[src/usbCtrlPkg.sv]
package usbCtrlPkg;

  // endpoint 0 sizing
  localparam int MAX_PKT  = 8;                   // full-speed ep0 packet size
  localparam int DATA_W   = 8 * MAX_PKT;         // one packet as a flat word
  localparam int NBYTES_W = $clog2(MAX_PKT) + 1; // 0..MAX_PKT inclusive

  // device identity, placeholders until a real pair is allocated
  localparam logic [15:0] VENDOR_ID  = 16'h1337;
  localparam logic [15:0] PRODUCT_ID = 16'hf055;

  // descriptor lengths, both must stay under 128 bytes
  localparam int DEVICE_BLENGTH      = 18;
  localparam int CONFIG_WTOTALLENGTH = 9 + 9 + 7 + 7; // config, iface, two eps

  // bDescriptorType codes
  localparam logic [7:0] DESC_DEVICE    = 8'd1;
  localparam logic [7:0] DESC_CONFIG    = 8'd2;
  localparam logic [7:0] DESC_INTERFACE = 8'd4;
  localparam logic [7:0] DESC_ENDPOINT  = 8'd5;

  // standard bRequest codes handled here
  localparam logic [7:0] REQ_SET_ADDRESS    = 8'd5;
  localparam logic [7:0] REQ_GET_DESCRIPTOR = 8'd6;

  // class and endpoint attribute codes
  localparam logic [7:0] CLASS_UNKNOWN = 8'd0;   // class given per interface
  localparam logic [7:0] CLASS_VENDOR  = 8'd255; // usbserial binds on vid:pid
  localparam logic [7:0] EP_BULK       = 8'd2;

  // transaction the bus side is running right now
  typedef struct packed {
    logic setup;
    logic out;
    logic in;
  } txnType_t;

  // setup packet, byte 0 sits in the low bits
  typedef struct packed {
    logic [15:0] wLength;
    logic [15:0] wIndex;
    logic [15:0] wValue;   // high byte is descriptor type for GET_DESCRIPTOR
    logic [7:0]  bRequest;
    logic        direction; // 1 = device to host
    logic [1:0]  reqType;   // standard, class, vendor
    logic [4:0]  recipient;
  } setupPkt_t;

  // one receive word, setup fields or raw bytes depending on the stage
  typedef union packed {
    setupPkt_t       setup;
    logic [7:0][7:0] bytes;
  } er0Word_u;

  typedef struct packed {
    logic                valid;
    er0Word_u            data;
    logic [NBYTES_W-1:0] nBytes;
  } epRx_t;

  typedef struct packed {
    logic                valid;
    logic [DATA_W-1:0]   data;
    logic [NBYTES_W-1:0] nBytes;
  } epTx_t;

  // control transfer stage, at most one set
  typedef struct packed {
    logic noData;
    logic read;
    logic write;
  } tfrFlags_t;

  // request captured when the setup stage is accepted
  typedef struct packed {
    logic       isSetAddress;
    logic       descDevice;  // device rather than config descriptor
    logic [6:0] newAddr;
    logic [7:0] reqLen;      // low byte of wLength
  } reqInfo_t;

endpackage

[src/ctrlStageTracker.sv]
module ctrlStageTracker import usbCtrlPkg::*; (
  input  logic      i_clk,
  input  logic      i_rstN,
  input  txnType_t  i_txnType,
  input  epRx_t     i_er0,
  input  logic      i_et0Ready,   // high for the cycle the host ACK arrives
  input  epTx_t     i_et0,
  output logic      o_er0Ready,
  output logic      o_er0Stall,
  output logic      o_et0Stall,
  output logic      o_begin,
  output logic      o_statusDone,
  output tfrFlags_t o_flags,
  output reqInfo_t  o_req
);

  setupPkt_t setupPkt;
  logic      er0Accepted;
  logic      et0Accepted;
  logic      beginTfr;
  logic      rcvdZlpOut;
  logic      sentZlpIn;
  logic      isSetAddress;
  logic      isGetDesc;
  logic      descDevice;
  logic      supported;
  logic      hasData;
  tfrFlags_t raise;
  tfrFlags_t lower;
  tfrFlags_t flagsQ;
  logic      er0StallQ;
  logic      et0StallQ;
  reqInfo_t  reqQ;

  assign setupPkt    = i_er0.data.setup;                 // setup view of the rx word
  assign er0Accepted = o_er0Ready && i_er0.valid;
  assign et0Accepted = i_et0Ready && i_et0.valid;
  assign beginTfr    = i_txnType.setup && er0Accepted;  // setup ACKed, transfer starts
  assign rcvdZlpOut  = i_txnType.out && er0Accepted && (i_er0.nBytes == '0); // status OUT
  assign sentZlpIn   = i_txnType.in && et0Accepted && (i_et0.nBytes == '0);

  // request decode, only valid in the begin cycle
  assign isSetAddress = (setupPkt.bRequest == REQ_SET_ADDRESS);
  assign isGetDesc    = (setupPkt.bRequest == REQ_GET_DESCRIPTOR);
  assign descDevice   = (setupPkt.wValue[15:8] == DESC_DEVICE);
  assign supported    = isSetAddress ||
                        (isGetDesc && (descDevice || setupPkt.wValue[15:8] == DESC_CONFIG));
  assign hasData      = (setupPkt.wLength != '0);

  // an unsupported data stage gets a stall instead of a stage flag
  assign raise.noData = beginTfr && !hasData;
  assign raise.read   = beginTfr && hasData && setupPkt.direction && supported;
  assign raise.write  = beginTfr && hasData && !setupPkt.direction && supported;

  // host may abandon a transfer at any point, a new setup wins
  assign lower.noData = sentZlpIn || et0StallQ || beginTfr;
  assign lower.read   = rcvdZlpOut || et0StallQ || beginTfr;
  assign lower.write  = sentZlpIn || er0StallQ || beginTfr;

  always_ff @(posedge i_clk or negedge i_rstN) begin
    if (!i_rstN) begin
      flagsQ <= '0;
    end else begin
      flagsQ <= raise | (flagsQ & ~lower); // raise has priority over begin lowering
    end
  end

  // stall holds until the next setup, the bus side cannot tell when it went out
  always_ff @(posedge i_clk or negedge i_rstN) begin
    if (!i_rstN) begin
      et0StallQ <= 1'b0;
      er0StallQ <= 1'b0;
    end else if (beginTfr) begin
      et0StallQ <= hasData && setupPkt.direction && !supported;
      er0StallQ <= hasData && !setupPkt.direction && !supported;
    end
  end

  always_ff @(posedge i_clk or negedge i_rstN) begin
    if (!i_rstN) begin
      reqQ <= '0;
    end else if (beginTfr) begin
      reqQ.isSetAddress <= isSetAddress;
      reqQ.descDevice   <= descDevice;
      reqQ.newAddr      <= setupPkt.wValue[6:0];
      reqQ.reqLen       <= setupPkt.wLength[7:0];  // descriptors are short
    end
  end

  // ACK every setup, plus the zero-length status OUT of a read
  assign o_er0Ready   = i_txnType.setup || flagsQ.read;
  assign o_er0Stall   = er0StallQ;
  assign o_et0Stall   = et0StallQ;
  assign o_begin      = beginTfr;
  assign o_statusDone = sentZlpIn && flagsQ.noData; // status IN of a no-data transfer
  assign o_flags      = flagsQ;
  assign o_req        = reqQ;

  flagsOnehot: assert property (@(posedge i_clk) disable iff (!i_rstN)
    $onehot0({flagsQ.noData, flagsQ.read, flagsQ.write}));

  stallNotValid: assert property (@(posedge i_clk) disable iff (!i_rstN)
    (er0StallQ || et0StallQ) |-> !i_et0.valid);

endmodule

[src/descriptorRom.sv]
module descriptorRom import usbCtrlPkg::*; (
  input  logic              i_descDevice,
  input  logic [1:0]        i_pktIdx,
  output logic [DATA_W-1:0] o_slice,
  output logic [6:0]        o_descLen
);

  localparam int ROM_BYTES = 4 * MAX_PKT; // one slot per packet index

  logic [0:ROM_BYTES-1][7:0] devRom;  // index 0 is byte 0 on the wire
  logic [0:ROM_BYTES-1][7:0] cfgRom;

  // device descriptor, multi-byte fields little endian
  assign devRom = {
    8'(DEVICE_BLENGTH),                       // bLength
    DESC_DEVICE,                              // bDescriptorType
    8'h00, 8'h02,                             // bcdUSB 2.00
    CLASS_UNKNOWN,                            // bDeviceClass, see interface
    8'h00,                                    // bDeviceSubClass
    8'h00,                                    // bDeviceProtocol
    8'(MAX_PKT),                              // bMaxPacketSize0
    VENDOR_ID[7:0], VENDOR_ID[15:8],          // idVendor
    PRODUCT_ID[7:0], PRODUCT_ID[15:8],        // idProduct
    8'h00, 8'h00,                             // bcdDevice
    8'h00,                                    // iManufacturer, no strings
    8'h00,                                    // iProduct
    8'h00,                                    // iSerialNumber
    8'h01,                                    // bNumConfigurations
    {(ROM_BYTES - DEVICE_BLENGTH){8'h00}}     // pad to the slot count
  };

  // configuration set, returned whole
  assign cfgRom = {
    8'd9,                                     // bLength
    DESC_CONFIG,
    8'(CONFIG_WTOTALLENGTH), 8'h00,           // wTotalLength
    8'd1,                                     // bNumInterfaces
    8'd1,                                     // bConfigurationValue
    8'd0,                                     // iConfiguration
    8'hC0,                                    // bus and self powered
    8'd50,                                    // bMaxPower 100 mA
    8'd9,                                     // interface bLength
    DESC_INTERFACE,
    8'd0,                                     // bInterfaceNumber
    8'd0,                                     // bAlternateSetting
    8'd2,                                     // bNumEndpoints
    CLASS_VENDOR,                             // bInterfaceClass
    8'd0,                                     // bInterfaceSubClass
    8'd0,                                     // bInterfaceProtocol
    8'd0,                                     // iInterface
    8'd7,                                     // ep bLength
    DESC_ENDPOINT,
    8'h81,                                    // EP1 IN, device tx
    EP_BULK,
    8'(MAX_PKT), 8'h00,                       // wMaxPacketSize
    8'd0,                                     // bInterval, ignored for bulk
    8'd7,
    DESC_ENDPOINT,
    8'h01,                                    // EP1 OUT, device rx
    EP_BULK,
    8'(MAX_PKT), 8'h00,
    8'd0
  };

  // byte b of the packet goes to bits 8b+7:8b
  always_comb begin
    for (int b = 0; b < MAX_PKT; b++) begin
      o_slice[8*b +: 8] = i_descDevice ? devRom[i_pktIdx*MAX_PKT + b] :
                                         cfgRom[i_pktIdx*MAX_PKT + b];
    end
  end

  assign o_descLen = i_descDevice ? 7'(DEVICE_BLENGTH) : 7'(CONFIG_WTOTALLENGTH);

endmodule

[src/descriptorSender.sv]
module descriptorSender import usbCtrlPkg::*; (
  input  logic      i_clk,
  input  logic      i_rstN,
  input  logic      i_begin,
  input  tfrFlags_t i_flags,
  input  reqInfo_t  i_req,
  input  logic      i_et0Ready,
  output epTx_t     o_et0
);

  logic [2:0]        pktCnt;     // full packets sent, 4 at most
  logic              lastSent;   // short or zero-length packet went out
  logic [DATA_W-1:0] slice;
  logic [6:0]        descLen;
  logic [7:0]        sendLen;
  logic [7:0]        sentBytes;
  logic [7:0]        remaining;
  logic              fullPkt;
  logic              et0Accepted;

  descriptorRom uDescRom (
    .i_descDevice (i_req.descDevice),
    .i_pktIdx     (pktCnt[1:0]),        // wraps only for the trailing zlp
    .o_slice      (slice),
    .o_descLen    (descLen)
  );

  // host may ask for less than the whole descriptor
  assign sendLen     = ({1'b0, descLen} < i_req.reqLen) ? {1'b0, descLen} : i_req.reqLen;
  assign sentBytes   = 8'(pktCnt * MAX_PKT);
  assign remaining   = sendLen - sentBytes;
  assign fullPkt     = (remaining >= 8'(MAX_PKT));
  assign et0Accepted = i_et0Ready && o_et0.valid;

  always_ff @(posedge i_clk or negedge i_rstN) begin
    if (!i_rstN) begin
      pktCnt   <= '0;
      lastSent <= 1'b0;
    end else if (i_begin) begin
      pktCnt   <= '0;
      lastSent <= 1'b0;
    end else if (et0Accepted && i_flags.read) begin
      if (fullPkt) begin
        pktCnt <= pktCnt + 3'd1;
      end else begin
        lastSent <= 1'b1;   // short packet ends the data stage
      end
    end
  end

  // read sends until a short packet, the status stages send one zlp
  always_comb begin
    o_et0.valid  = (i_flags.read && !lastSent) || i_flags.noData || i_flags.write;
    o_et0.data   = slice;
    o_et0.nBytes = '0;
    if (i_flags.read) begin
      o_et0.nBytes = fullPkt ? NBYTES_W'(MAX_PKT) : remaining[NBYTES_W-1:0];
    end
  end

  pktCntBound: assert property (@(posedge i_clk) disable iff (!i_rstN)
    pktCnt <= 3'd4);

endmodule

[src/deviceAddress.sv]
module deviceAddress import usbCtrlPkg::*; (
  input  logic       i_clk,
  input  logic       i_rstN,
  input  tfrFlags_t  i_flags,
  input  reqInfo_t   i_req,
  input  logic       i_statusDone,
  output logic [6:0] o_devAddr
);

  logic [6:0] pendingAddr;
  logic       appliedQ;

  // grab the new address while its no-data transfer runs
  always_ff @(posedge i_clk) begin
    if (i_flags.noData && i_req.isSetAddress) begin
      pendingAddr <= i_req.newAddr;
    end
  end

  // status IN must go out from the old address first
  always_ff @(posedge i_clk or negedge i_rstN) begin
    if (!i_rstN) begin
      appliedQ <= 1'b0;
    end else if (i_statusDone && i_req.isSetAddress) begin
      appliedQ <= 1'b1;   // sticky until reset
    end
  end

  assign o_devAddr = appliedQ ? pendingAddr : '0; // default address until applied

endmodule

[src/usbCtrlSerial.sv]
module usbCtrlSerial import usbCtrlPkg::*; (
  input  logic                i_clk,
  input  logic                i_rstN,
  input  txnType_t            i_txnType,    // {setup, out, in}
  input  logic                i_er0Valid,
  input  logic [DATA_W-1:0]   i_er0Data,
  input  logic [NBYTES_W-1:0] i_er0NBytes,
  output logic                o_er0Ready,
  output logic                o_er0Stall,
  input  logic                i_et0Ready,   // ACK from host
  output logic                o_et0Valid,
  output logic [DATA_W-1:0]   o_et0Data,
  output logic [NBYTES_W-1:0] o_et0NBytes,
  output logic                o_et0Stall,
  output logic [6:0]          o_devAddr
);

  epRx_t     er0;
  epTx_t     et0;
  tfrFlags_t flags;
  reqInfo_t  req;
  logic      beginTfr;
  logic      statusDone;

  // bus side delivers plain bytes
  always_comb begin
    er0.valid      = i_er0Valid;
    er0.data.bytes = i_er0Data;
    er0.nBytes     = i_er0NBytes;
  end

  ctrlStageTracker uTracker (
    .i_clk        (i_clk),
    .i_rstN       (i_rstN),
    .i_txnType    (i_txnType),
    .i_er0        (er0),
    .i_et0Ready   (i_et0Ready),
    .i_et0        (et0),
    .o_er0Ready   (o_er0Ready),
    .o_er0Stall   (o_er0Stall),
    .o_et0Stall   (o_et0Stall),
    .o_begin      (beginTfr),
    .o_statusDone (statusDone),
    .o_flags      (flags),
    .o_req        (req)
  );

  descriptorSender uSender (
    .i_clk      (i_clk),
    .i_rstN     (i_rstN),
    .i_begin    (beginTfr),
    .i_flags    (flags),
    .i_req      (req),
    .i_et0Ready (i_et0Ready),
    .o_et0      (et0)
  );

  deviceAddress uDevAddr (
    .i_clk        (i_clk),
    .i_rstN       (i_rstN),
    .i_flags      (flags),
    .i_req        (req),
    .i_statusDone (statusDone),
    .o_devAddr    (o_devAddr)
  );

  assign o_et0Valid  = et0.valid;
  assign o_et0Data   = et0.data;
  assign o_et0NBytes = et0.nBytes;

endmodule

[config.mk]
export PLATFORM = sky130hd
export DESIGN_NAME = usbCtrlSerial
export DESIGN_NICKNAME = d
export VERILOG_FILES = /design/src/usbCtrlPkg.sv /design/src/ctrlStageTracker.sv /design/src/descriptorRom.sv /design/src/descriptorSender.sv /design/src/deviceAddress.sv /design/src/usbCtrlSerial.sv
export SDC_FILE = /design/constraint.sdc
export NUM_CORES = 1
export LEC_CHECK = 0
export ABC_CLOCK_PERIOD_IN_PS = 6600
export BUFFER_PORTS_ARGS = -buffer_cell sky130_fd_sc_hd__buf_2
export CORE_ASPECT_RATIO = 0.75
export CORE_UTILIZATION = 45
export DETAILED_ROUTE_END_ITERATION = 7
export HOLD_SLACK_MARGIN = 0.05
export PLACE_DENSITY = 0.91
export SLEW_MARGIN = 20
export SYNTH_ARGS = -nofsm -noshare
export SYNTH_HDL_FRONTEND = slang
export SYNTH_SLANG_ARGS = --single-unit
[constraint.sdc]
create_clock -name i_clk -period 6.6 [get_ports i_clk]
set_input_delay 0.66 -clock i_clk [delete_from_list [all_inputs] [get_ports i_clk]]
set_output_delay 0.66 -clock i_clk [all_outputs]
set_load 0.02 [all_outputs]
==> results.ini <==
[power_and_ir_drop]
p_clk_frac=0.305
p_leak_nw=1.53
p_sw_frac=0.285
p_sw_uw=134
p_int_uw=337
power_uw=471
p_comb_frac=0.187
p_per_area_mw_per_mm2=176
p_seq_frac=0.509
ir_drop_v=0.0000723

[global_route]
antenna_found_initial=0
grt_max_degree=28
grt_usage=0.180
grt_first_pass_wirelength_um=7690
grt_pass1_vias=1722
overflow=0

[detailed_routing]
first_iter_violations=112
routed_wl_um=4790
viasPerCell=4.76
firstDrtPassIters=7
vias=1922
post-route-drc-count=5
ant_nets=0
wl_per_cell_um=11.8

[logic_synthesis]
synthDistinctLibCells=42
syn_inst=262
synth_edf_count=7
synth_async_sr_flop_share=0.794
ys_seq_area_frac=0.387
syn_avg_cell_area_um2=8.74
yosys_warnings=0
synthFlopType=dfrtp_1
ys_ff_latch=34
syn_area_mm2=0.00229

[cts]
path_clk_slew_ns=0.07
h-tree-depth=2
cts_tree=done
cts-root-buf=clkbuf_8
ctsHoldBuffers=0
cts_buffers=5
clock_latency_ns=0.28
clkSinkCount=34
clockBufferDepth=2
cts_resized=0
post_cts_buffers=0

[sta]
setup_viol=0
fin_ws_ns=1.90
post-route-period-util=0.712
fin_crit_ns=4.70
hold_violations=0
max_slew_margin=0.364
max_slew.worst_pin.slew_ns=0.954
finalClockSkew_ns=0.00601
clock.fmax_ghz=0.213
rsz0062_at_grt=no
drv_slew=0
finalSetupTns_ns=0

[place]
dp_slack_ns=2.25
dp_hpwl_um=3740
place.gp.congestion=0.840
dpl_cell_area_mm2=0.00259
io_buffers=106

[finish]
mostFrequentLayoutCells=buf_2 (106), nand2_1 (52), dfrtp_1 (27)
areaGrowthSynthToFinish_pct=16.8
fillCellCount=447
fin_area_mm2=0.00268
regArea_um2=886
final_common_cell=buf_2
diodes=0
drive_above_1_share=0.334
multi_input_area_mm2=0.00105
layout.nets=430

[die]
coreArea_mm2=0.00490
io_pins=154
die_h_um=63.8
die_area_mm2=0.00538
rows=22
start_util=0.467
fp.dieW_um=84.4

[worst_setup_path]
critPathKind=reg2out
crit_path_start_kind=flip-flop
critPathArrivalTime_ns=4.04
cp-end-kind=output pin
crit_fanout=14
cp.required_ns=5.94

[outcome]
outcome=finished, violations left
violations=design-rule violations

[worst_hold_path]
hp-class=in2async

[job]
maxCapViolCount=0

stage by stage:
step	instances	util	hold WS, ns
6_report	404	0.546	0.375
5_1_grt	404	0.546	0.420
4_1_cts	404	0.546	0.388
3_5_place_dp	396	0.530	0.434
3_3_place_gp	396	0.530	0.430
2_1_floorplan	284	-	0.364
kinds of logic (layout without fill, tap and decap cells):
| logic type | after synthesis | after routing | synth area share |
|---|---|---|---|
| XOR/XNOR | 3 | 3 | 0.0115 |
| multiplexers | 2 | 2 | 0.00874 |
| AND/OR/NAND/NOR | 109 | 109 | 0.231 |
| AO/OA/AOI/OAI | 33 | 33 | 0.102 |
| buffers and inverters | 68 | 128 | 0.190 |
| other | 1 | 23 | 0.00164 |
| flip-flops | 34 | 34 | 0.387 |
| adder cells (fa/ha/maj) | 12 | 12 | 0.0689 |
power by group through the flow:
stage | registers [mW] | clock network, mW | logic (mW)
4_1_cts | 0.239 | 0.146 | 0.0881
6_report | 0.240 | 0.144 | 0.0880
3_3_place_gp | 0.242 | 0 | 0.0839
3_5_place_dp | 0.243 | 0 | 0.0872
5_1_grt | 0.241 | 0.155 | 0.0992
2_1_floorplan | 0.242 | 0 | 0.0649
layer usage:
| metal | global-route usage | vias to the layer above | part of all wire |
|---|---|---|---|
| met5 | 0 | - | 0 |
| met4 | 0.0445 | 0 | 0.010 |
| met3 | 0.0517 | 7 | 0.075 |
| met2 | 0.318 | 81 | 0.48 |
| met1 | 0.219 | 878 | 0.44 |
| li1 | - | 956 | - |
state kept, by name, indices dropped and copies added, names as in the netlist:
name	flops
uTracker.o_er0Stall	1
uSender.pktCnt	3
uTracker.o_req	17
uSender.lastSent	1
uTracker.o_flags	3
uDevAddr.pendingAddr	7
uDevAddr.appliedQ	1
uTracker.o_et0Stall	1
synthesized netlist by cell type (2+ instances only):
cell type	n	area, um^2
nor2b_1	6	37.5
edfxtp_1	7	210
o21ai_0	5	25.0
a22o_1	2	17.5
ha_1	11	138
inv_1	14	52.6
nor4_1	5	31.3
and2_1	11	68.8
mux2i_1	2	20.0
buf_4	48	360
a21boi_1	2	15.0
xnor2_1	3	26.3
dfrtp_1	27	676
nand3b_1	4	30.0
and3_1	2	12.5
a21oi_1	7	35.0
clkbuf_1	6	22.5
nand2_1	52	195
a21o_1	3	22.5
a31oi_1	2	12.5
nand2b_1	5	31.3
nor2_1	18	67.6
layout make-up:
| type | instances | area share |
|---|---|---|
| clock buffer | 8 | 0.0299 |
| inverter | 14 | 0.0196 |
| multi-input combinational | 182 | 0.393 |
| sequential | 34 | 0.331 |
| tap | 60 | 0.0281 |
| timing repair buffer | 106 | 0.198 |
critical path, stage by stage, from the launching register on:
cell and delay [ns]:
dfrtp_1 0.61, inv_1 0.26, ha_1 0.38, o2111ai_1 0.18
a21boi_1 0.43, nand2_1 0.12, ha_1 0.22, fa_1 0.38
nand2b_1 0.16, a221oi_2 0.37, and2_1 0.29, and3_1 0.19
buf_2 0.17
path summary, 6_finish.rpt:
path | start | to | slack [ns] | depth (start not counted)
worst max register to register | uTracker.o_req[15] | uTracker.o_flags[2] | 2.78 | 12
min in group i_clk | uTracker.o_req[8] | uDevAddr.pendingAddr[0] | 0.44 | 0
worst min register to register | uTracker.o_req[8] | uDevAddr.pendingAddr[0] | 0.44 | 0
worst max-delay path | uTracker.o_req[15] | o_et0NBytes[2] | 1.90 | 12
worst min-delay path | i_rstN | uTracker.o_req[11] | 0.37 | 1
max in group asynchronous | i_rstN | uTracker.o_flags[0] | 5.83 | 1
Note: power is estimated with default switching activity, not from simulation.
